File: config.mk
export PLATFORM = sky130hd
export DESIGN_NAME = dma_request_table_flat
export DESIGN_NICKNAME = d
export VERILOG_FILES = /design/src/logic/dma_pkg.sv /design/src/logic/dma_ifs.sv /design/src/logic/dma_request_table.sv /design/src/flat_wrapper.sv
export VERILOG_INCLUDE_DIRS = /design/src /design/src/logic
export SDC_FILE = /design/constraint.sdc
export NUM_CORES = 1
export LEC_CHECK = 0
export ABC_AREA = 0
export BUFFER_PORTS_ARGS = -buffer_cell sky130_fd_sc_hd__buf_2
export CAP_MARGIN = 20
export CORE_ASPECT_RATIO = 0.7
export CORE_MARGIN = 2
export CORE_UTILIZATION = 29
export DETAILED_ROUTE_END_ITERATION = 16
export GPL_TIMING_DRIVEN = 0
export HOLD_SLACK_MARGIN = 0.05
export PLACE_DENSITY_LB_ADDON = 0.05
export SLEW_MARGIN = 0
export SYNTH_ARGS = -nofsm -noshare
export SYNTH_HDL_FRONTEND = slang
export SYNTH_SLANG_ARGS = --single-unit
File: constraint.sdc
create_clock -name clk -period 3.3 [get_ports clk]
set_input_delay 0.66 -clock clk [delete_from_list [all_inputs] [get_ports clk]]
set_output_delay 0.66 -clock clk [all_outputs]
set_load 0.05 [all_outputs]
File: src/logic/dma_defines.svh
////////////////////////////////////////
// DMA width and depth macros
////////////////////////////////////////

`ifndef DMA_DEFINES_SVH
`define DMA_DEFINES_SVH

`define DMA_DATA_W      32   // Bus word
`define DMA_MADDR_W     8    // SRAM word address
`define DMA_MEM_DEPTH   256  // SRAM words
`define DMA_SLOTS       4    // Request table entries
`define DMA_SLOT_W      2    // Slot index
`define DMA_CFG_ADDR_W  6    // Config byte address

`endif

File: src/logic/dma_pkg.sv
////////////////////////////////////////
// DMA shared types
////////////////////////////////////////

`include "dma_defines.svh"

`default_nettype none

package dma_pkg;

  typedef logic [`DMA_DATA_W-1:0]  word_t;       // One data word
  typedef logic [`DMA_MADDR_W-1:0] maddr_t;      // SRAM word address
  typedef logic [`DMA_MADDR_W-1:0] len_t;        // Copy length, 0 = nothing
  typedef logic [`DMA_SLOT_W-1:0]  slot_t;       // Table slot index
  typedef logic [`DMA_SLOTS-1:0]   slot_mask_t;  // One bit per slot

  // Copy engine FSM
  typedef enum logic [2:0] {IDLE, LOAD, READ, WRITE, FINISH} copy_state_e;

  // Who currently drives the SRAM bus
  typedef enum logic {OWN_ACCESS, OWN_COPY} bus_owner_e;

endpackage

`default_nettype wire

File: src/logic/dma_ifs.sv
////////////////////////////////////////
// DMA internal links
////////////////////////////////////////

`default_nettype none


// Request table to copy engine
interface dma_ctrl_if;
  import dma_pkg::*;

  slot_mask_t valid;     // Pending slots
  slot_t      read_pos;  // Slot shown on src/dst/len
  maddr_t     src;
  maddr_t     dst;
  len_t       len;
  slot_t      done_pos;
  logic       done_en;   // Single-cycle completion strobe

  modport tbl    (output valid, src, dst, len, input  read_pos, done_pos, done_en);
  modport engine (input  valid, src, dst, len, output read_pos, done_pos, done_en);
endinterface

`default_nettype wire

File: src/logic/dma_request_table.sv
////////////////////////////////////////
// DMA request table
////////////////////////////////////////

`include "dma_defines.svh"

`default_nettype none

module dma_request_table (
  input  logic                       clk,
  input  logic                       rst,
  input  logic                       cfg_hsel,
  input  logic                       cfg_hwrite,
  input  logic [`DMA_CFG_ADDR_W-1:0] cfg_haddr,
  input  dma_pkg::word_t             cfg_hwdata,
  output dma_pkg::word_t             cfg_hrdata,
  dma_ctrl_if.tbl                    ctrl,
  output dma_pkg::slot_mask_t        irq
);
  import dma_pkg::*;

  ////////////////////////////////////////
  // Slot storage
  ////////////////////////////////////////

  maddr_t     src_r [`DMA_SLOTS];
  maddr_t     dst_r [`DMA_SLOTS];
  len_t       len_r [`DMA_SLOTS];
  slot_mask_t valid_r;
  slot_mask_t done_r;

  slot_t       sel_slot;  // Addressed slot
  logic [1:0]  sel_word;  // 0 src, 1 dst, 2 len, 3 ctrl
  logic        wr_en;

  assign sel_slot = cfg_haddr[5:4];
  assign sel_word = cfg_haddr[3:2];
  assign wr_en    = cfg_hsel && cfg_hwrite;

  // Descriptor words, locked while the slot is pending
  always_ff @(posedge clk) begin
    if (wr_en && !valid_r[sel_slot]) begin
      case (sel_word)
        2'd0:    src_r[sel_slot] <= maddr_t'(cfg_hwdata);
        2'd1:    dst_r[sel_slot] <= maddr_t'(cfg_hwdata);
        2'd2:    len_r[sel_slot] <= len_t'(cfg_hwdata);
        default: ;  // Ctrl handled below
      endcase
    end
  end

  // Valid / done bookkeeping
  always_ff @(posedge clk) begin
    if (rst) begin
      valid_r <= '0;
      done_r  <= '0;
    end else begin
      if (ctrl.done_en) begin
        valid_r[ctrl.done_pos] <= 1'b0;  // Engine finished
        done_r[ctrl.done_pos]  <= 1'b1;
      end
      if (wr_en && sel_word == 2'd3) begin
        if (cfg_hwdata[0]) valid_r[sel_slot] <= 1'b1;  // Queue slot
        if (cfg_hwdata[1]) done_r[sel_slot]  <= 1'b0;  // Ack irq
      end
    end
  end

  // Registered read data, one cycle after the access
  always_ff @(posedge clk) begin
    if (cfg_hsel && !cfg_hwrite) begin
      case (sel_word)
        2'd0:    cfg_hrdata <= word_t'(src_r[sel_slot]);
        2'd1:    cfg_hrdata <= word_t'(dst_r[sel_slot]);
        2'd2:    cfg_hrdata <= word_t'(len_r[sel_slot]);
        default: cfg_hrdata <= word_t'({done_r[sel_slot], valid_r[sel_slot]});
      endcase
    end
  end

  // Engine view of the selected slot
  assign ctrl.valid = valid_r;
  assign ctrl.src   = src_r[ctrl.read_pos];
  assign ctrl.dst   = dst_r[ctrl.read_pos];
  assign ctrl.len   = len_r[ctrl.read_pos];

  assign irq = done_r;  // One line per slot

endmodule

`default_nettype wire

File: src/flat_wrapper.sv
// flat-port wrapper written by rule: the top's interface ports become plain ports
module dma_request_table_flat import dma_pkg::*;
  (clk, rst, cfg_hsel, cfg_hwrite, cfg_haddr, cfg_hwdata, cfg_hrdata, irq, ctrl_valid, ctrl_src, ctrl_dst, ctrl_len, ctrl_read_pos, ctrl_done_pos, ctrl_done_en);
  dma_ctrl_if ctrl_i ();
  input  logic clk;
  input  logic rst;
  input  logic cfg_hsel;
  input  logic cfg_hwrite;
  input  logic [`DMA_CFG_ADDR_W-1:0] cfg_haddr;
  input  dma_pkg::word_t cfg_hwdata;
  output dma_pkg::word_t cfg_hrdata;
  output dma_pkg::slot_mask_t irq;
  output wire logic [$bits(ctrl_i.valid)-1:0] ctrl_valid;
  output wire logic [$bits(ctrl_i.src)-1:0] ctrl_src;
  output wire logic [$bits(ctrl_i.dst)-1:0] ctrl_dst;
  output wire logic [$bits(ctrl_i.len)-1:0] ctrl_len;
  input wire logic [$bits(ctrl_i.read_pos)-1:0] ctrl_read_pos;
  input wire logic [$bits(ctrl_i.done_pos)-1:0] ctrl_done_pos;
  input wire logic [$bits(ctrl_i.done_en)-1:0] ctrl_done_en;
  assign ctrl_valid = ctrl_i.valid;
  assign ctrl_src = ctrl_i.src;
  assign ctrl_dst = ctrl_i.dst;
  assign ctrl_len = ctrl_i.len;
  assign ctrl_i.read_pos = ctrl_read_pos;
  assign ctrl_i.done_pos = ctrl_done_pos;
  assign ctrl_i.done_en = ctrl_done_en;
  dma_request_table u_core (.clk(clk), .rst(rst), .cfg_hsel(cfg_hsel), .cfg_hwrite(cfg_hwrite), .cfg_haddr(cfg_haddr), .cfg_hwdata(cfg_hwdata), .cfg_hrdata(cfg_hrdata), .ctrl(ctrl_i), .irq(irq));
endmodule
# Word-level counts from Yosys, hierarchy flattened
# Memory sizes are Yosys's and may differ from the RTL's.
# Cells that the tools add are included.
# word_totals
rom_bits	0
ram_bits	96
ff_bits	40
input_bits	47
wordCells	54
memories	3
latchBits	0
# op_classes
shifts	0
mux	26
div	0
reduce_logical	9
bitwise_logic	6
addsub	0
n_mul	0
n_lt_le_gt_ge	4
eq_ne	3
# mem_list
name	depth	word_bits	rd	rd_ports_with_merged_regs	write_ports	line_no	source
u_core.dst_r	4	8	2	0	1	dma_request_table.sv:27	maddr_t dst_r [`DMA_SLOTS];
u_core.len_r	4	8	2	0	1	dma_request_table.sv:28	len_t len_r [`DMA_SLOTS];
u_core.src_r	4	8	2	0	1	dma_request_table.sv:26	maddr_t src_r [`DMA_SLOTS];
# op_table
operator	n
two-way mux 4 bit	8
case mux 8 bit (3 select lines)	1
two-way mux 1 bit	13
AND 4 bit	2
inverter 4 bit	2
OR 4 bit	2
logical AND 1 bit	6
less-than comparator 2 x 3 -> 1 bit, second input constant	2
binary-select mux 1 bit (select 2 bit)	2
demux 1 bit (select 2 bit)	2
equality test 2 bit, second input constant	2
>= comparator 2 x 1 -> 1 bit, second input constant	2
equality test 2 x 1 -> 1 bit, second input constant	1
logical NOT 1 bit	2
logical NOT 2 bit	1

# Longest topological paths before layout
# logic_depth
depth_word	11
ltp_mapped	6
depth_no_buf	3

# Worst setup path before layout
# No wires, ideal clock.
# synth_path
kind	input -> register
startpoint	in cfg_haddr[4]
endpoint	mem u_core.src_r[0][0] (netlist name), enable pin
t_arrival_ps	2571
n_path_buf	1
slack_ps	334
required_ps	2905
cell_stages	4
cell_sequence	buf_6 mux4_2 or3_1 nor4_1
# synth_via
elab_chain_cells	6
# synth_lines
element	line_no	source
start, declared	flat_wrapper.sv:9	input logic [`DMA_CFG_ADDR_W-1:0] cfg_haddr;
binary-select mux 1 bit (select 2 bit)	dma_request_table.sv:42	if (wr_en && !valid_r[sel_slot]) begin
two-way mux 1 bit (not written as such)	dma_request_table.sv:42	
logical NOT 1 bit	dma_request_table.sv:42	
logical AND 1 bit	dma_request_table.sv:42	
two-way mux 1 bit	dma_request_table.sv:42	
two-way mux 1 bit (not written as such)	dma_request_table.sv:44	2'd0: src_r[sel_slot] <= maddr_t'(cfg_hwdata);
end, declared	dma_request_table.sv:26	
# Parallel ways exist; a longest one is shown, timed or not. The select of a mux whose other input is x is not followed.

# Worst setup path after layout
# layout_path
startpoint	in cfg_haddr[5]
endpoint	mem u_core.dst_r[1][7] (netlist name), enable pin
# layout_via
elab_chain_cells	6
# layout_lines
element	line_no	source
binary-select mux 1 bit (select 2 bit)	dma_request_table.sv:42	
two-way mux 1 bit (not written as such)	dma_request_table.sv:42	
logical NOT 1 bit	dma_request_table.sv:42	
logical AND 1 bit	dma_request_table.sv:42	
two-way mux 1 bit	dma_request_table.sv:42	
two-way mux 1 bit (not written as such)	dma_request_table.sv:45	2'd1: dst_r[sel_slot] <= maddr_t'(cfg_hwdata);
end, declared	dma_request_table.sv:27	
# Parallel ways exist; a longest one is shown, timed or not. The select of a mux whose other input is x is not followed.

==> metrics.yaml <==
status: "complete, no violations"
slew_headroom: 0.318
cts_root_buf: "clkbuf_16"
setup_viol: 0
syn_to_final_growth_pct: 19.3
r2r_setup_slack_ns: 0.73
hold_violations: 0
netlist_area_mm2: 0.00513
grt_pass1_vias: 2846
ctsHoldBuffers: 0
place_congestion: 0.761
clock_latency_ns: 0.35
finalWorstSetupSlack_ns: 0.311
setup.worst_path.end_class: "flop"
core_mm2: 0.0172
min_to: "u_core.irq[0]$_SDFF_PP0_"
slew_violations: 0
port_buffers: 54
n_antenna_cell: 0
syn_area_per_cell_um2: 18.2
path_clk_slew_ns: 0.07
reg2reg_to: "u_core.dst_r[1][7]$_DFFE_PP_"
fin_crit_sh: 0.906
die_h_um: 115
layout-drive-gt1-share: 0.429
ys_warn_count: 0
detail_route.iter0.violations: 210
num_vias: 2844
mostFrequentLayoutCell: "edfxtp_1"
final_cell_mix: "edfxtp_1 (104), buf_2 (60), mux4_2 (49)"
holdPathStages: 2
arrival_ns: 2.95
cts_made_buffers: 9
h-tree-depth: 3
place_ws_ns: -0.130
ant_nets: 0
cts_tree: "yes"
ff2ff_path_depth: 3
drcViolationCount: 0
cts_resized: 0
tightest_slew_ns: 1.02
syn_inst: 282
fin_cells: 609
max_cap_violations: 0
viasPerCell: 4.67
synth_edf_count: 104
critPathLaunch: "cfg_haddr[5]"
worstReg2RegStart: "u_core.ctrl.valid[3]$_SDFF_PP0_"
grt_max_degree: 19
grt_first_pass_wirelength_um: 19000
place_hpwl_um: 9360
grt-ovfl-total: 0
rows: 40
ys_ff_latch: 112
hp-start: "u_core.irq[0]$_SDFF_PP0_"
peakVddDrop_mv: 0.261
hp-class: "reg2reg"
avgRoutedWirePerCell_um: 21.2
place_area_mm2: 0.00582
grt_usage: 0.144
p_leak_nw: 2.13
ys_dominant_reg_cell: "edfxtp_1"
grt_setup_unrepaired: "false"
routed_wl_um: 12900
path_max_fanout: 9
start_util: 0.298
die_x_um: 163
cts_sinks: 112
required_ns: 3.27
path_class: "in2reg"
antenna_found_initial: 0
async_flop_share: 0
post-cts-setup-buffers: 0
ios: 111
die-area_mm2: 0.0188
synth-seq-area-share: 0.640
drtPass1Iterations: 4
max_freq_mhz: 335
clock_path_buffers: 2
finClkSkew_ns: 0.00659
placed_cells: 593
startpoint_type: "input port"
ys_types: 35
nets: 420
powerDensity_mw_per_mm2: 503
period_minus_slack_ns: 2.99
design_area_mm2: 0.00612
[cells in the mapped netlist (3+ instances only)]
library cell | count | area [um2]
a21oi_1 | 3 | 15.0
a22oi_1 | 7 | 52.6
edfxtp_1 | 104 | 3120
buf_4 | 24 | 180
mux4_2 | 49 | 1100
nand3_1 | 4 | 20.0
clkbuf_1 | 7 | 26.3
o21ai_0 | 3 | 15.0
dfxtp_1 | 8 | 160
nor2b_1 | 5 | 31.3
nor2_1 | 9 | 33.8
nand2_1 | 17 | 63.8
buf_2 | 6 | 30.0
mux2i_1 | 3 | 30.0
buf_1 | 5 | 18.8
nor3_1 | 3 | 15.0
[flip-flops by register name (all words and copies together) (netlist names)]
| signal | flops |
|---|---|
| u_core.ctrl.valid | 4 |
| u_core.src_r | 32 |
| u_core.len_r | 32 |
| u_core.dst_r | 32 |
| u_core.cfg_hrdata | 8 |
| u_core.irq | 4 |
[routing by layer]
layer / vias up / global-route usage / wire (um)
li1: 1286 / - / -
met1: 1463 / 0.214 / 6300
met2: 85 / 0.216 / 5830
met3: 10 / 0.0317 / 696
met4: 0 / 0.0336 / 116
met5: - / 0 / 0
[metrics by stage]
stage	utilization	TNS (ns)	hold slack (ns)	total power, mW
after floorplan	-	0	0.692	1.92
after global placement	0.335	-22.84	0.482	2.02
after detailed placement	0.338	-3.12	0.485	2.03
after CTS	0.355	0	0.498	3.12
after global routing	0.355	0	0.538	3.20
final	0.355	0	0.494	3.08
[where the power goes]
group / internal [mW] / switching [mW] / leakage [nW]
clock network: 0.589 / 0.502 / 0.143
registers: 1.57 / 0.00898 / 1.01
logic: 0.125 / 0.283 / 0.975
[cell families (layout without fill, tap and decap cells)]
kind of cell	count (synthesis)	count (layout)	synth area share
AOI/OAI and AO/OA	21	21	0.0285
buffers and inverters	45	118	0.0534
DFF	112	112	0.640
muxes	53	53	0.226
other	1	24	0.000731
and+or+nand+nor	50	50	0.0510
[critical path: stages]
cell and delay, ns:
clkbuf_1 0.50, mux4_2 0.46, or3b_2 0.54, nor2_1 0.79
[cell type report]
| cell class | instances | area, um2 |
|---|---|---|
| clock inverter | 7 | 72.6 |
| multi-input combinational | 148 | 1680 |
| sequential | 112 | 3280 |
| inverter | 2 | 7.51 |
| clock buffer | 9 | 225 |
| buffer | 43 | 267 |
| fill | 1692 | 11100 |
| timing repair buffer | 57 | 297 |
| tap | 231 | 289 |
[worst max path at each step]
| stage | endpoint | slack, ns | depth (start not counted) |
|---|---|---|---|
| 3_5_place_dp | u_core.dst_r[1][5]$_DFFE_PP_ | -0.13 | 4 |
| 2_1_floorplan | u_core.src_r[0][0]$_DFFE_PP_ | 0.33 | 4 |
| 6_report | u_core.dst_r[1][7]$_DFFE_PP_ | 0.31 | 4 |
| 4_1_cts | u_core.dst_r[1][7]$_DFFE_PP_ | 0.25 | 4 |
| 3_3_place_gp | u_core.src_r[0][3]$_DFFE_PP_ | -0.92 | 4 |
| 5_1_grt | u_core.dst_r[1][7]$_DFFE_PP_ | 0.16 | 4 |
Note: power is estimated with default switching activity, not from simulation.
