### src/logic/dma_defines.svh
////////////////////////////////////////
// DMA width and depth macros
////////////////////////////////////////

`ifndef DMA_DEFINES_SVH
`define DMA_DEFINES_SVH

`define DMA_DATA_W      32   // Bus word
`define DMA_MADDR_W     8    // SRAM word address
`define DMA_MEM_DEPTH   256  // SRAM words
`define DMA_SLOTS       4    // Request table entries
`define DMA_SLOT_W      2    // Slot index
`define DMA_CFG_ADDR_W  6    // Config byte address

`endif

### src/logic/dma_pkg.sv
////////////////////////////////////////
// DMA shared types
////////////////////////////////////////

`include "dma_defines.svh"

`default_nettype none

package dma_pkg;

  typedef logic [`DMA_DATA_W-1:0]  word_t;       // One data word
  typedef logic [`DMA_MADDR_W-1:0] maddr_t;      // SRAM word address
  typedef logic [`DMA_MADDR_W-1:0] len_t;        // Copy length, 0 = nothing
  typedef logic [`DMA_SLOT_W-1:0]  slot_t;       // Table slot index
  typedef logic [`DMA_SLOTS-1:0]   slot_mask_t;  // One bit per slot

  // Copy engine FSM
  typedef enum logic [2:0] {IDLE, LOAD, READ, WRITE, FINISH} copy_state_e;

  // Who currently drives the SRAM bus
  typedef enum logic {OWN_ACCESS, OWN_COPY} bus_owner_e;

endpackage

`default_nettype wire

### src/logic/dma_ifs.sv
////////////////////////////////////////
// DMA internal links
////////////////////////////////////////

`default_nettype none

// Simplified AHB-Lite style bus, one outstanding transfer
interface dma_bus_if;
  import dma_pkg::*;

  logic   hsel;       // Transfer request
  maddr_t haddr;
  logic   hwrite;
  word_t  hwdata;
  word_t  hrdata;     // Valid with hready on reads
  logic   hready;     // One-cycle completion pulse
  logic   hmastlock;  // Ownership request, held over a sequence

  modport initiator (output hsel, haddr, hwrite, hwdata, hmastlock,
                     input  hrdata, hready);
  modport memory    (input  hsel, haddr, hwrite, hwdata, hmastlock,
                     output hrdata, hready);
endinterface


`default_nettype wire

### src/logic/dma_bus_arbiter.sv
////////////////////////////////////////
// DMA bus arbiter
////////////////////////////////////////

`default_nettype none

module dma_bus_arbiter (
  input  logic         clk,
  input  logic         rst,
  dma_bus_if.memory    acc,  // Access port side
  dma_bus_if.memory    cpy,  // Copy engine side
  dma_bus_if.initiator mem   // Toward SRAM
);
  import dma_pkg::*;

  bus_owner_e owner;
  bus_owner_e owner_nxt;
  logic       owner_locked;

  assign owner_locked = (owner == OWN_ACCESS) ? acc.hmastlock : cpy.hmastlock;

  // Re-arbitrate only once the owner lets go; access port wins ties
  always_comb begin
    owner_nxt = owner;
    if (!owner_locked) begin
      if (acc.hmastlock)      owner_nxt = OWN_ACCESS;
      else if (cpy.hmastlock) owner_nxt = OWN_COPY;
    end
  end

  always_ff @(posedge clk) begin
    if (rst) owner <= OWN_ACCESS;
    else     owner <= owner_nxt;  // Grant next cycle
  end

  ////////////////////////////////////////
  // Bus routing
  ////////////////////////////////////////

  always_comb begin
    if (owner == OWN_ACCESS) begin
      mem.hsel      = acc.hsel;
      mem.haddr     = acc.haddr;
      mem.hwrite    = acc.hwrite;
      mem.hwdata    = acc.hwdata;
      mem.hmastlock = acc.hmastlock;
    end else begin
      mem.hsel      = cpy.hsel;
      mem.haddr     = cpy.haddr;
      mem.hwrite    = cpy.hwrite;
      mem.hwdata    = cpy.hwdata;
      mem.hmastlock = cpy.hmastlock;
    end
  end

  // Responses go to the owner only
  assign acc.hready = (owner == OWN_ACCESS) && mem.hready;
  assign cpy.hready = (owner == OWN_COPY) && mem.hready;
  assign acc.hrdata = (owner == OWN_ACCESS) ? mem.hrdata : '0;
  assign cpy.hrdata = (owner == OWN_COPY) ? mem.hrdata : '0;

endmodule

`default_nettype wire

### src/flat_wrapper.sv
// flat-port wrapper written by rule: the top's interface ports become plain ports
module dma_bus_arbiter_flat import dma_pkg::*;
  (clk, rst, acc_hsel, acc_haddr, acc_hwrite, acc_hwdata, acc_hmastlock, acc_hrdata, acc_hready, cpy_hsel, cpy_haddr, cpy_hwrite, cpy_hwdata, cpy_hmastlock, cpy_hrdata, cpy_hready, mem_hsel, mem_haddr, mem_hwrite, mem_hwdata, mem_hmastlock, mem_hrdata, mem_hready);
  dma_bus_if acc_i ();
  dma_bus_if cpy_i ();
  dma_bus_if mem_i ();
  input  logic clk;
  input  logic rst;
  input wire logic [$bits(acc_i.hsel)-1:0] acc_hsel;
  input wire logic [$bits(acc_i.haddr)-1:0] acc_haddr;
  input wire logic [$bits(acc_i.hwrite)-1:0] acc_hwrite;
  input wire logic [$bits(acc_i.hwdata)-1:0] acc_hwdata;
  input wire logic [$bits(acc_i.hmastlock)-1:0] acc_hmastlock;
  output wire logic [$bits(acc_i.hrdata)-1:0] acc_hrdata;
  output wire logic [$bits(acc_i.hready)-1:0] acc_hready;
  input wire logic [$bits(cpy_i.hsel)-1:0] cpy_hsel;
  input wire logic [$bits(cpy_i.haddr)-1:0] cpy_haddr;
  input wire logic [$bits(cpy_i.hwrite)-1:0] cpy_hwrite;
  input wire logic [$bits(cpy_i.hwdata)-1:0] cpy_hwdata;
  input wire logic [$bits(cpy_i.hmastlock)-1:0] cpy_hmastlock;
  output wire logic [$bits(cpy_i.hrdata)-1:0] cpy_hrdata;
  output wire logic [$bits(cpy_i.hready)-1:0] cpy_hready;
  output wire logic [$bits(mem_i.hsel)-1:0] mem_hsel;
  output wire logic [$bits(mem_i.haddr)-1:0] mem_haddr;
  output wire logic [$bits(mem_i.hwrite)-1:0] mem_hwrite;
  output wire logic [$bits(mem_i.hwdata)-1:0] mem_hwdata;
  output wire logic [$bits(mem_i.hmastlock)-1:0] mem_hmastlock;
  input wire logic [$bits(mem_i.hrdata)-1:0] mem_hrdata;
  input wire logic [$bits(mem_i.hready)-1:0] mem_hready;
  assign acc_i.hsel = acc_hsel;
  assign acc_i.haddr = acc_haddr;
  assign acc_i.hwrite = acc_hwrite;
  assign acc_i.hwdata = acc_hwdata;
  assign acc_i.hmastlock = acc_hmastlock;
  assign acc_hrdata = acc_i.hrdata;
  assign acc_hready = acc_i.hready;
  assign cpy_i.hsel = cpy_hsel;
  assign cpy_i.haddr = cpy_haddr;
  assign cpy_i.hwrite = cpy_hwrite;
  assign cpy_i.hwdata = cpy_hwdata;
  assign cpy_i.hmastlock = cpy_hmastlock;
  assign cpy_hrdata = cpy_i.hrdata;
  assign cpy_hready = cpy_i.hready;
  assign mem_hsel = mem_i.hsel;
  assign mem_haddr = mem_i.haddr;
  assign mem_hwrite = mem_i.hwrite;
  assign mem_hwdata = mem_i.hwdata;
  assign mem_hmastlock = mem_i.hmastlock;
  assign mem_i.hrdata = mem_hrdata;
  assign mem_i.hready = mem_hready;
  dma_bus_arbiter u_core (.clk(clk), .rst(rst), .acc(acc_i), .cpy(cpy_i), .mem(mem_i));
endmodule
### config.mk
export PLATFORM = sky130hd
export DESIGN_NAME = dma_bus_arbiter_flat
export DESIGN_NICKNAME = d
export VERILOG_FILES = /design/src/logic/dma_pkg.sv /design/src/logic/dma_ifs.sv /design/src/logic/dma_bus_arbiter.sv /design/src/flat_wrapper.sv
export VERILOG_INCLUDE_DIRS = /design/src /design/src/logic
export SDC_FILE = /design/constraint.sdc
export NUM_CORES = 1
export LEC_CHECK = 0
export ABC_CLOCK_PERIOD_IN_PS = 2200
export BUFFER_PORTS_ARGS = -buffer_cell sky130_fd_sc_hd__buf_2
export CAP_MARGIN = 10
export CORE_AREA = 5 5 86 88
export CTS_CLUSTER_SIZE = 24
export DETAILED_ROUTE_END_ITERATION = 7
export DIE_AREA = 0 0 91 93
export GPL_TIMING_DRIVEN = 0
export PLACE_DENSITY_LB_ADDON = 0.25
export REMOVE_ABC_BUFFERS = 1
export SYNTH_ARGS = -nofsm -noshare
export SYNTH_HDL_FRONTEND = slang
export SYNTH_SLANG_ARGS = --single-unit
### constraint.sdc
create_clock -name clk -period 2.2 [get_ports clk]
set_input_delay 0.22 -clock clk [delete_from_list [all_inputs] [get_ports clk]]
set_output_delay 0.22 -clock clk [all_outputs]
set_load 0.05 [all_outputs]
======== After elaboration in Yosys (flattened, before gate mapping) ========
Cells that the tools add are included.
storage, ports and cells
  register bits ........................... 1
  bits of input ports ..................... 121
  logic and storage cells ................. 16
operators by class
  multiplexer cells ....................... 9
  bitwise logic cells ..................... 2
  reduce and logical (&&, ||, !) cells .... 4
operators by type and width
  operator             number
  32-bit 2-to-1 mux    3
  8-bit 2-to-1 mux     1
  1-bit 2-to-1 mux     5
  1-bit logical AND    2
  1-bit inverter       2
  2-bit AND reduction  1
  2-bit nonzero test   1

======== Logic depth before layout (Yosys ltp) ========
  depth in word-level cells ............... 3
  mapped depth ............................ 3
  gate-level depth less buffers ........... 2

======== Worst setup path before layout ========
Ideal clock, no wire load.
  kind .................................... register to output
  start point ............................. register u_core.owner
  end point ............................... output port acc_hrdata[10]
  arrival time ............................ 1.293 ns
  setup slack ............................. 0.687 ns
  cell stages (with the launch flop) ...... 4
  buffers on the path ..................... 2
  path through ............................ dfxtp_1 -> buf_6 -> buf_2 -> nor2b_1
on the way
  longest elaborated chain between the ends .. 1
ends and longest elaborated chain
  element                 line                   RTL
  from (decl)             dma_bus_arbiter.sv:16  bus_owner_e owner;
  from (signal assigned)  dma_bus_arbiter.sv:33  else owner <= owner_nxt;
  32-bit 2-to-1 mux       dma_bus_arbiter.sv:59  assign acc.hrdata = (owner == OWN_ACCESS) ? mem.hrdata : '0;
  to (decl)               flat_wrapper.sv:14     output wire logic [$bits(acc_i.hrdata)-1:0] acc_hrdata;
Every way passes these cells.

======== Worst setup path after layout ========
  start point ............................. register u_core.owner
  end point ............................... output port mem_haddr[0]
on the way
  longest elaborated chain between the ends .. 1
ends and longest elaborated chain
  element           line                   RTL
  8-bit 2-to-1 mux  dma_bus_arbiter.sv:41  if (owner == OWN_ACCESS) begin
  to (decl)         flat_wrapper.sv:24     output wire logic [$bits(mem_i.haddr)-1:0] mem_haddr;
Every way passes these cells.

==> impl_summary.md <==
Status
The run finished with clean final reports.

Finish
The number of flip-flops under the largest register name is 1. The number of nets in the layout is 467. The largest registers in the layout are u_core.owner (1).

The largest register by flop count is u_core.owner. The signed area change from the synthesized netlist to the final layout is 103%. The repair_antennas step left the layout with diodes totalling 0. The final design instance area without fill is ~2300 um^2. The number of fill cells in the layout is approximately 720. The share of final-layout standard cells stronger than drive strength 1 is about four fifths.

Global routing
The first global-routing pass estimated roughly 7900 um of wire. The via count of the first global-routing pass is 1677. The initial antenna violation count came to 0. Entering global routing, the biggest net connects just under 70 pins. For this run the aggregate overflow at the end of global routing stands at 0.

The total global-route track usage is 10.7%.

Power and ir drop
The completed layout was analyzed and its total power is about 990 uW. The worst ir drop on vdd is a little under 0.2 mV. Dividing total power by cell area gives a power density of between 400 and 500 nW/um^2.

Summed over all cells, the static leakage comes to 1.44 nW.

Timing
The final hold violation count is 0. The upper clock frequency limit is 527 MHz. Setup violations remaining at the end of the flow were counted as 0. The final clock period utilization by the worst path is a little under nine tenths.

The number of slew-limit violations in the final report is 0. Setup repair after global routing left no endpoint under its margin. At the pin with the least slew margin, the transition time is about 0.66 ns. The worst pin sits at a relative slew slack of about 56%.

After layout, the worst setup slack is roughly 0.3 ns. For the final routed database, the setup TNS stands at 0 ns. The final critical-path required period is approximately 1.9 ns. The clock arrives with 0 ns of skew.

Route
The per-cell via count in the routed design is 3.88. The wire length per cell is roughly 12 um. After detailed routing, the total wire length is between 5000 and 6000 um. In the routed design, unresolved DRC markers number 0. The number of nets still failing antenna checks after routing is 0. The first TritonRoute pass finished after 3 iterations. Detailed routing inserted a total of 1647 vias. The detailed router finished its first iteration with 29 violations.

Logic synthesis
The main combinational cell family by area after synthesis is multiplexers. The share of Yosys cell area claimed by the top area cell type is ~44%. By count the netlist is led by sky130_fd_sc_hd__mux2_4, sky130_fd_sc_hd__nor2b_1, sky130_fd_sc_hd__and2_1. Summing the areas of all xor and xnor instances in the mapped netlist gives 0% of the synthesized area. The synthesized design contains 0 enable-type register cells.

For this run, the register share of the synthesized area comes to under 10%. In the synthesized netlist, mux cells make up 52.9% of the area. The synthesized netlist devotes less than 1% of its cell area to compound gates. The synthesized netlist devotes 37.3% of its cell area to simple gates. After synthesis the netlist holds a flip-flop and latch count of 1. Yosys attributes the largest share of cell area to sky130_fd_sc_hd__mux2_4, sky130_fd_sc_hd__nor2b_1, sky130_fd_sc_hd__and2_1.

The async set-or-reset flop fraction in the synthesized netlist is 0%. The cell taking the most area after synthesis is sky130_fd_sc_hd__mux2_4. After technology mapping, the gate count stands at around 130. The mean area per synthesized cell is around 9 um^2. Summing every instance area after synthesis gives about 1200 um^2. After synthesis, the netlist uses 10 different library cells. The commonest register cell after synthesis is sky130_fd_sc_hd__dfxtp_1. The yosys synthesis warning count is 0. The fraction of the mapped netlist area in adder cells is 0%.

Placement
The HPWL after detailed placement is around 4800 um. In this run the tool buffered the top-level ports with approximately 230 buffer cells. After detailed placement, the total cell area comes to between 2000 and 2500 um^2. The worst-case setup slack after placement is 0.294 ns. Routability-driven placement finished with a final weighted congestion of a little under 0.7.

Worst setup path
The critical path starts at u_core.owner. For the worst setup path, the data required time is 1.98 ns. The biggest fanout along the worst timing path is between 60 and 70. STA classifies the critical path startpoint as a register. STA classifies the critical path endpoint as an output pin.

The startpoint of the worst register-to-register path is u_core.owner. The type of the worst setup path is reg2out. Data on the critical path arrives at its endpoint at ~1.7 ns.

Die
The die width is a little over 90 um. The starting utilization of the core area is around 18%. The die is roughly 93 um tall.

The placeable core region is ~6600 um^2. 230 I/O pins were placed. The die area is around 8500 um^2.

The standard-cell row count is 30.

Clocking
The post-CTS resize count is 0. The clock latency on the worst-skew pair is 0 ns. Hold repair after CTS inserted 0 buffers. In this run the post-CTS setup repair buffer count came out at 0. After clock tree synthesis, the clock-pin slew on the worst setup and hold paths is 0 ns.

Flow run
The tool flagged a number of max-cap violations equal to 0.

Hold path
The worst min-delay path class is in2reg. The worst hold path begins at rst.
-- cells in the final DEF, fill, tap and decap left out --
cell type and count:
sky130_fd_sc_hd__nor2b_1 34, sky130_fd_sc_hd__o22ai_1 1, sky130_fd_sc_hd__mux2_4 34, sky130_fd_sc_hd__dfxtp_4 1, sky130_fd_sc_hd__buf_2 229, sky130_fd_sc_hd__buf_16 1, sky130_fd_sc_hd__and2_1 33, sky130_fd_sc_hd__nand2b_1 2
sky130_fd_sc_hd__mux2_2 9
-- final timing paths --
| path | slack (ns) | endpoint | depth (start not counted) |
|---|---|---|---|
| max | 0.30 | mem_haddr[0] | 3 |
| min | 0.42 | u_core.owner | 2 |
| max reg2reg | 1.14 | u_core.owner | 2 |
| min reg2reg | 0.78 | u_core.owner | 2 |
-- logic make-up after synthesis --
group	Yosys count
flip-flops	1
multiplexers	43
AND/OR/NAND/NOR	69
AO/OA/AOI/OAI	1
buffers and inverters	12
-- critical path, stage by stage, from the launching register on --
cell                      delay [ns]
sky130_fd_sc_hd__dfxtp_4        0.75
sky130_fd_sc_hd__buf_16         0.32
sky130_fd_sc_hd__mux2_2         0.37
sky130_fd_sc_hd__buf_2          0.21
-- cell type report --
| cell class | instances | area, um^2 | share of cell area [%] |
|---|---|---|---|
| Multi-Input combinational cell | 113 | 1050 | 44.7 |
| Sequential cell | 1 | 23.8 | 1.01 |
| Tap cell | 80 | 100 | 4.26 |
| Timing Repair Buffer | 230 | 1170 | 50.0 |
-- through the flow --
stage | hold slack (ns) | utilization [%] | std cells
2_1_floorplan | 0.334 | - | 114
3_3_place_gp | 0.430 | 35.3 | 423
3_5_place_dp | 0.422 | 35.7 | 424
4_1_cts | 0.424 | 35.7 | 424
5_1_grt | 0.438 | 35.7 | 424
6_report | 0.422 | 35.7 | 424
-- per-layer routing --
layer / track usage (%) / share of wire [%] / up-vias
met4: 0.244 / 0.30 / 0
li1: - / - / 850
met2: 21.1 / 54 / 103
met3: 3.06 / 12 / 2
met5: 0 / 0 / -
met1: 11.8 / 34 / 692
-- report_power, final --
group	total, mW	internal [mW]	switching [mW]	leakage, nW
clock network	0	0	0	0
logic	0.951	0.304	0.647	1.44
registers	0.0427	0.0196	0.0231	0.00892
Power figures use the tool's default switching activity.
