--- src/logic/dma_defines.svh ---
////////////////////////////////////////
// DMA width and depth macros
////////////////////////////////////////

`ifndef DMA_DEFINES_SVH
`define DMA_DEFINES_SVH

`define DMA_DATA_W      32   // Bus word
`define DMA_MADDR_W     8    // SRAM word address
`define DMA_MEM_DEPTH   256  // SRAM words
`define DMA_SLOTS       4    // Request table entries
`define DMA_SLOT_W      2    // Slot index
`define DMA_CFG_ADDR_W  6    // Config byte address

`endif

--- src/logic/dma_pkg.sv ---
////////////////////////////////////////
// DMA shared types
////////////////////////////////////////

`include "dma_defines.svh"

`default_nettype none

package dma_pkg;

  typedef logic [`DMA_DATA_W-1:0]  word_t;       // One data word
  typedef logic [`DMA_MADDR_W-1:0] maddr_t;      // SRAM word address
  typedef logic [`DMA_MADDR_W-1:0] len_t;        // Copy length, 0 = nothing
  typedef logic [`DMA_SLOT_W-1:0]  slot_t;       // Table slot index
  typedef logic [`DMA_SLOTS-1:0]   slot_mask_t;  // One bit per slot

  // Copy engine FSM
  typedef enum logic [2:0] {IDLE, LOAD, READ, WRITE, FINISH} copy_state_e;

  // Who currently drives the SRAM bus
  typedef enum logic {OWN_ACCESS, OWN_COPY} bus_owner_e;

endpackage

`default_nettype wire

--- src/logic/dma_ifs.sv ---
////////////////////////////////////////
// DMA internal links
////////////////////////////////////////

`default_nettype none

// Simplified AHB-Lite style bus, one outstanding transfer
interface dma_bus_if;
  import dma_pkg::*;

  logic   hsel;       // Transfer request
  maddr_t haddr;
  logic   hwrite;
  word_t  hwdata;
  word_t  hrdata;     // Valid with hready on reads
  logic   hready;     // One-cycle completion pulse
  logic   hmastlock;  // Ownership request, held over a sequence

  modport initiator (output hsel, haddr, hwrite, hwdata, hmastlock,
                     input  hrdata, hready);
  modport memory    (input  hsel, haddr, hwrite, hwdata, hmastlock,
                     output hrdata, hready);
endinterface


`default_nettype wire

--- src/logic/dma_access_port.sv ---
////////////////////////////////////////
// DMA external access port
////////////////////////////////////////

`default_nettype none

module dma_access_port (
  input  logic            clk,
  input  logic            rst,
  input  logic            mem_req_valid,
  output logic            mem_req_ready,
  input  logic            mem_req_write,
  input  dma_pkg::maddr_t mem_req_addr,
  input  dma_pkg::word_t  mem_req_wdata,
  output logic            mem_rsp_valid,
  output dma_pkg::word_t  mem_rsp_rdata,
  input  logic            mem_rsp_ready,
  dma_bus_if.initiator    bus
);
  import dma_pkg::*;

  always_ff @(posedge clk) begin
    if (rst) begin
      mem_req_ready <= 1'b0;
      mem_rsp_valid <= 1'b0;
      bus.hsel      <= 1'b0;
      bus.hmastlock <= 1'b0;
    end else if (mem_req_valid && mem_req_ready) begin
      mem_req_ready <= 1'b0;           // One request at a time
      bus.hsel      <= 1'b1;
      bus.hmastlock <= 1'b1;           // Single locked transfer
      bus.haddr     <= mem_req_addr;
      bus.hwrite    <= mem_req_write;
      bus.hwdata    <= mem_req_wdata;
    end else if (bus.hsel && bus.hready) begin
      bus.hsel      <= 1'b0;
      bus.hmastlock <= 1'b0;
      mem_rsp_valid <= 1'b1;
      mem_rsp_rdata <= bus.hwrite ? '0 : bus.hrdata;  // Writes answer 0
    end else if (mem_rsp_valid && mem_rsp_ready) begin
      mem_rsp_valid <= 1'b0;
      mem_req_ready <= 1'b1;
    end else if (!mem_rsp_valid && !bus.hmastlock) begin
      mem_req_ready <= 1'b1;           // Idle, also first cycle out of reset
    end
  end

endmodule

`default_nettype wire

--- src/flat_wrapper.sv ---
// flat-port wrapper written by rule: the top's interface ports become plain ports
module dma_access_port_flat import dma_pkg::*;
  (clk, rst, mem_req_valid, mem_req_ready, mem_req_write, mem_req_addr, mem_req_wdata, mem_rsp_valid, mem_rsp_rdata, mem_rsp_ready, bus_hsel, bus_haddr, bus_hwrite, bus_hwdata, bus_hmastlock, bus_hrdata, bus_hready);
  dma_bus_if bus_i ();
  input  logic clk;
  input  logic rst;
  input  logic mem_req_valid;
  output logic mem_req_ready;
  input  logic mem_req_write;
  input  dma_pkg::maddr_t mem_req_addr;
  input  dma_pkg::word_t mem_req_wdata;
  output logic mem_rsp_valid;
  output dma_pkg::word_t mem_rsp_rdata;
  input  logic mem_rsp_ready;
  output wire logic [$bits(bus_i.hsel)-1:0] bus_hsel;
  output wire logic [$bits(bus_i.haddr)-1:0] bus_haddr;
  output wire logic [$bits(bus_i.hwrite)-1:0] bus_hwrite;
  output wire logic [$bits(bus_i.hwdata)-1:0] bus_hwdata;
  output wire logic [$bits(bus_i.hmastlock)-1:0] bus_hmastlock;
  input wire logic [$bits(bus_i.hrdata)-1:0] bus_hrdata;
  input wire logic [$bits(bus_i.hready)-1:0] bus_hready;
  assign bus_hsel = bus_i.hsel;
  assign bus_haddr = bus_i.haddr;
  assign bus_hwrite = bus_i.hwrite;
  assign bus_hwdata = bus_i.hwdata;
  assign bus_hmastlock = bus_i.hmastlock;
  assign bus_i.hrdata = bus_hrdata;
  assign bus_i.hready = bus_hready;
  dma_access_port u_core (.clk(clk), .rst(rst), .mem_req_valid(mem_req_valid), .mem_req_ready(mem_req_ready), .mem_req_write(mem_req_write), .mem_req_addr(mem_req_addr), .mem_req_wdata(mem_req_wdata), .mem_rsp_valid(mem_rsp_valid), .mem_rsp_rdata(mem_rsp_rdata), .mem_rsp_ready(mem_rsp_ready), .bus(bus_i));
endmodule
--- config.mk ---
export PLATFORM = sky130hd
export DESIGN_NAME = dma_access_port_flat
export DESIGN_NICKNAME = d
export VERILOG_FILES = /design/src/logic/dma_pkg.sv /design/src/logic/dma_ifs.sv /design/src/logic/dma_access_port.sv /design/src/flat_wrapper.sv
export VERILOG_INCLUDE_DIRS = /design/src /design/src/logic
export SDC_FILE = /design/constraint.sdc
export NUM_CORES = 1
export LEC_CHECK = 0
export BUFFER_PORTS_ARGS = -buffer_cell sky130_fd_sc_hd__buf_4
export CAP_MARGIN = 20
export CORE_MARGIN = 1.5
export CORE_UTILIZATION = 38
export DETAILED_ROUTE_END_ITERATION = 8
export PLACE_DENSITY = 0.75
export SLEW_MARGIN = 20
export SYNTH_ARGS = -nofsm -noshare
export SYNTH_HDL_FRONTEND = slang
export SYNTH_SLANG_ARGS = --single-unit
--- constraint.sdc ---
create_clock -name clk -period 2.6 [get_ports clk]
set_input_delay 0.52 -clock clk [delete_from_list [all_inputs] [get_ports clk]]
set_output_delay 0.52 -clock clk [all_outputs]
set_load 0.005 [all_outputs]
======== After elaboration in Yosys (flattened, before gate mapping) ========
Index checks and enable logic that the tools add are counted.
word-level totals
  bits in latches ......................... 0
  memory bits (writable) .................. 0
  memories ................................ 0
  ROM bits ................................ 0
  input port bits ......................... 78
  logic and storage cells ................. 30
  output and inout port bits .............. 77
  bits in registers ....................... 76
operators by class
  div/mod/pow operators ................... 0
  add/sub/neg operators ................... 0
  $lt $le $gt $ge ......................... 0
  shift operators ......................... 0
  reduce and logical (&&, ||, !) cells .... 14
  multipliers ............................. 0
  bitwise operators ....................... 3
  muxes and demuxes ....................... 6
  equal/unequal tests ..................... 0
operators by type and width
  kind                 count
  $mux W1              6
  $reduce_and A2 Y1    3
  $reduce_bool A2 Y1   3
  $logic_and A1 B1 Y1  4
  $not A1 Y1           3
  $reduce_and A3 Y1    1
  $logic_not A1 Y1     2
  $reduce_or A2 Y1     1

======== Longest topological paths before layout ========
  depth in word-level cells ............... 4
  gate-level depth with buffers ........... 3
  mapped depth without buffers ............ 3

======== Worst setup path before layout ========
Ideal clock, no wire load.
  path kind ............................... input to register
  start point ............................. input mem_req_valid
  end point ............................... register u_core.bus.haddr[0], enable pin
  stages .................................. 2
  required time ........................... 2.161 ns
  library setup time ...................... 0.439 ns
  arrival time ............................ 2.344 ns
  path buffers ............................ 0
  slack ................................... -0.183 ns
  path through ............................ nand2_1 -> nor2_1
between the ends
  word-level cells in the longest chain between the ends .. 2
ends and longest elaborated chain
  item                                line                   RTL
  start: declaration                  flat_wrapper.sv:7      input logic mem_req_valid;
  $logic_and A1 B1 Y1                 dma_access_port.sv:28  end else if (mem_req_valid && mem_req_ready) begin
  $reduce_and A2 Y1 (no source line)  --
  end signal: assignment              dma_access_port.sv:32  bus.haddr <= mem_req_addr;
  end: declaration                    dma_ifs.sv:19          modport initiator (output hsel, haddr, hwrite, hwdata, hmastlock,
Every way passes these cells.
A chain may end at the register's enable or synchronous reset.

======== Final worst setup path ========
  start point ............................. register u_core.bus.hwrite
  end point ............................... output bus_hwrite
RTL lines
  item                      line                   RTL
  start: declaration        dma_ifs.sv:19
  start signal: assignment  dma_access_port.sv:33  bus.hwrite <= mem_req_write;
  end: declaration          flat_wrapper.sv:17     output wire logic [$bits(bus_i.hwrite)-1:0] bus_hwrite;
No word-level cell between the ends.

==> results by group <==
Synth
  • Post-synth design cell area: approximately 2600 sq um
  • Count of distinct cell types in the synthesized netlist: 14
  • Post-synthesis average cell area: just over 20 sq um
  • Warnings from Yosys: 0
  • Number of cells produced by synthesis: 125
  • Part of the Yosys area used for sequential elements: 0.8824
  • Net count of the mapped netlist: a little over 200
  • #FFs+latches synth: 76

Setup path
  • Type of origin of the critical path: flop
  • Critical path capture point type: primary output
  • Buffers plus inverters on the worst setup path: 1
  • Largest fanout on the critical path: 10
  • Slowest CP cell: sky130_fd_sc_hd__edfxtp_1
  • Top delay family on crit path: flip-flops
  • Path length in cells of the critical path: 1
  • Max incr delay on CP: about 0.57 ns
  • R2R depth: 4
  • Critical Setup Path Class: reg2out
  • CP required: roughly 2.1 ns
  • Series of cell instances along the critical path: buf_4
  • Arrival @ worst endpoint: between 1 and 1.5 ns

Timing
  • Max Transition Viols Final: 0
  • Largest clock skew in the final design: about 0.0070 ns
  • Setup TNS after final layout: 0 ns
  • Slew Limit Headroom: 0.6697
  • Final Hold Violating Endpoints: 0
  • Unrepaired setup endpoints after global routing: false
  • Total of endpoints with negative setup slack in the final report: 0
  • Final period utilization: 0.6359
  • Maximum clock frequency: between 0.6 and 0.7 GHz
  • Worst Tran Pin Value: slightly below 0.5 ns
  • Period minus WS final: around 1.7 ns

Run status
  • Run status: finished, violations left
  • Violated checks: DRC

Power
  • Internal power summed over all cells: 2.218 mW
  • Leakage: between 1.5 and 2 nW
  • Proportion of power drawn by combinational gates: 0.065
  • Switching share of power: 0.1744
  • Total design power: about 2.7 mW
  • Total power divided by cell area: 660.4 nW/um^2
  • Clock power frac: 0.421
  • Part of the total power dissipated in sequential elements: 0.514
  • Switching component of the power: approximately 0.47 mW
  • Max VDD drop: 0.4264 mV

Global routing
  • Antenna violations before repair: 0
  • Largest net degree at the start of global routing: a little over 40
  • Vias in the first global route: 1,665
  • Overall global routing resource usage: 0.1550
  • Remaining global-route overflow: 0
  • First-pass GRT wire length: 8.224 mm

Floorplan
  • Standard-cell rows: 29
  • Die Width: ~85 microns
  • CORE AREA: 6422 sq um
  • Number of I/O pins: ~160
  • Initial standard-cell utilization of the core: 0.3974
  • Area of the die: approximately 7200 sq um
  • Die Y: 84.96 microns

Drt
  • Routed WL: roughly 5.5 mm
  • DRC violation count after routing: 15
  • Vias/cell: roughly 4.5
  • Average wire length per cell after detail routing: about 15 microns
  • Remaining number of nets flagged by the antenna check after routing: 0
  • Pre-Repair DR Iteration Count: 7
  • Detailed-route via count: 1,676
  • Number of DRC violations after detailed-routing iteration 0: slightly above 80

Clocking
  • H-tree levels: 3
  • Hold Buf Count CTS: 0
  • Buffer cell driving the clock tree root: sky130_fd_sc_hd__clkbuf_8
  • Worst skew pair latency: 0.34 ns
  • Clock slew at reported path FFs: ~0.080 ns
  • Number of post-CTS setup repair buffers: 0
  • CTS tree: built
  • TritonCTS Buffers: 9
  • Bufs on Longest Clock Path: 2
  • Cts repair resizes: 0
  • Number of sinks driven by the clock tree: 76

Hold path
  • Cell count of the worst hold path: 1
  • Hold Crit Class: in2reg

Finish
  • Area Overhead vs Synth: 59.36%
  • Final-stage net count: between 300 and 400
  • Fraction of layout cells with a size suffix above 1: 0.5939
  • Final core utilization: 0.6334
  • Number of diodes: 0

Place
  • Gpl congestion: ~0.75
  • DP Wirelength: roughly 4.2 mm
  • Port Buffer Count: roughly 150

Flow run
  • Maximum Capacitance Violations: 0
-- power groups by stage --
stage / logic (mW) / registers (mW) / clock network [mW]
final: 0.174 / 1.38 / 1.13
after global placement: 0.173 / 1.41 / 0
after global routing: 0.189 / 1.38 / 1.20
after floorplan: 0.0363 / 1.41 / 0
after CTS: 0.176 / 1.38 / 1.15
after detailed placement: 0.177 / 1.41 / 0
-- layer usage --
layer | wire length, microns | part of all wire | global-route usage | vias up
met4 | 87 | 0.016 | 0.07154 | 0
li1 | - | - | - | 781
met1 | 1973 | 0.36 | 0.1717 | 763
met5 | 0 | 0 | 0 | -
met2 | 2522 | 0.46 | 0.2431 | 122
met3 | 869 | 0.16 | 0.08755 | 10
-- layout make-up --
cell class / count / area (sq um)
Multi-Input combinational cell: 44 / 284.0
Tap cell: 77 / 96.34
Fill cell: 473 / 2355
Clock buffer: 10 / 127.6
Clock inverter: 5 / 125.1
Sequential cell: 76 / 2252
Inverter: 1 / 3.754
Timing Repair Buffer: 157 / 1179
-- sequential cells by signal, indices dropped and copies added, names as in the netlist --
register / flops
u_core.mem_req_ready: 1
u_core.bus.hwrite: 1
u_core.mem_rsp_rdata: 32
u_core.bus.haddr: 8
u_core.bus.hsel: 1
u_core.mem_rsp_valid: 1
u_core.bus.hwdata: 32
-- layout by cell type, fill, tap and decap left out --
master / n
sky130_fd_sc_hd__nor2_4: 1
sky130_fd_sc_hd__a21oi_2: 1
sky130_fd_sc_hd__bufinv_16: 4
sky130_fd_sc_hd__nand3_1: 1
sky130_fd_sc_hd__a21bo_1: 1
sky130_fd_sc_hd__clkbuf_8: 9
sky130_fd_sc_hd__nand2_1: 1
sky130_fd_sc_hd__clkinv_2: 1
sky130_fd_sc_hd__a221o_1: 1
sky130_fd_sc_hd__edfxtp_1: 73
sky130_fd_sc_hd__clkbuf_1: 1
sky130_fd_sc_hd__buf_4: 157
sky130_fd_sc_hd__clkinv_1: 1
sky130_fd_sc_hd__a21oi_1: 2
sky130_fd_sc_hd__nor2b_1: 32
sky130_fd_sc_hd__nor2_2: 1
sky130_fd_sc_hd__nand2b_1: 3
sky130_fd_sc_hd__dfxtp_1: 3
-- metrics by stage --
step                      hold slack, ns  setup slack (ns)  area (sq um)  cells
after global placement            0.5046            0.8728          3815    355
after floorplan                   0.4965           0.07066          2555    125
after detailed placement          0.5191            0.8289          3815    355
after global routing              0.3224            0.8560          4068    370
after CTS                         0.3325            0.8976          4068    370
final                             0.3482            0.9465          4068    370
-- cell families (layout without fill, tap and decap cells) --
logic type | count (synthesis) | in the layout | share of synthesized area
flip-flops | 76 | 76 | 0.8824
AND/OR/NAND/NOR | 39 | 39 | 0.09215
buffers and inverters | 5 | 173 | 0.01029
AO/OA/AOI/OAI | 5 | 5 | 0.01520
-- final timing paths --
kind	start	to	slack, ns
min	mem_req_wdata[23]	u_core.bus.hwdata[23]	0.35
min reg2reg	u_core.mem_req_ready	u_core.mem_req_ready	0.52
max reg2reg	u_core.mem_req_ready	u_core.mem_rsp_rdata[3]	1.15
max	u_core.bus.hwrite	bus_hwrite	0.95
-- cell usage after synthesis --
| cell | n | share of area |
|---|---|---|
| sky130_fd_sc_hd__edfxtp_1 | 73 | 0.86 |
| sky130_fd_sc_hd__nor2b_1 | 32 | 0.078 |
| sky130_fd_sc_hd__buf_2 | 3 | 0.0059 |
| sky130_fd_sc_hd__dfxtp_1 | 3 | 0.024 |
| sky130_fd_sc_hd__nand2b_1 | 3 | 0.0074 |
| sky130_fd_sc_hd__a21oi_1 | 2 | 0.0039 |
| sky130_fd_sc_hd__nor2_1 | 2 | 0.0029 |
| sky130_fd_sc_hd__a21bo_1 | 1 | 0.0039 |
| sky130_fd_sc_hd__a21oi_2 | 1 | 0.0034 |
| sky130_fd_sc_hd__a221o_1 | 1 | 0.0039 |
| sky130_fd_sc_hd__buf_4 | 1 | 0.0029 |
| sky130_fd_sc_hd__clkinv_1 | 1 | 0.0015 |
| sky130_fd_sc_hd__nand2_1 | 1 | 0.0015 |
| sky130_fd_sc_hd__nand3_1 | 1 | 0.0020 |
No activity file was read; power rests on OpenSTA's default activity.
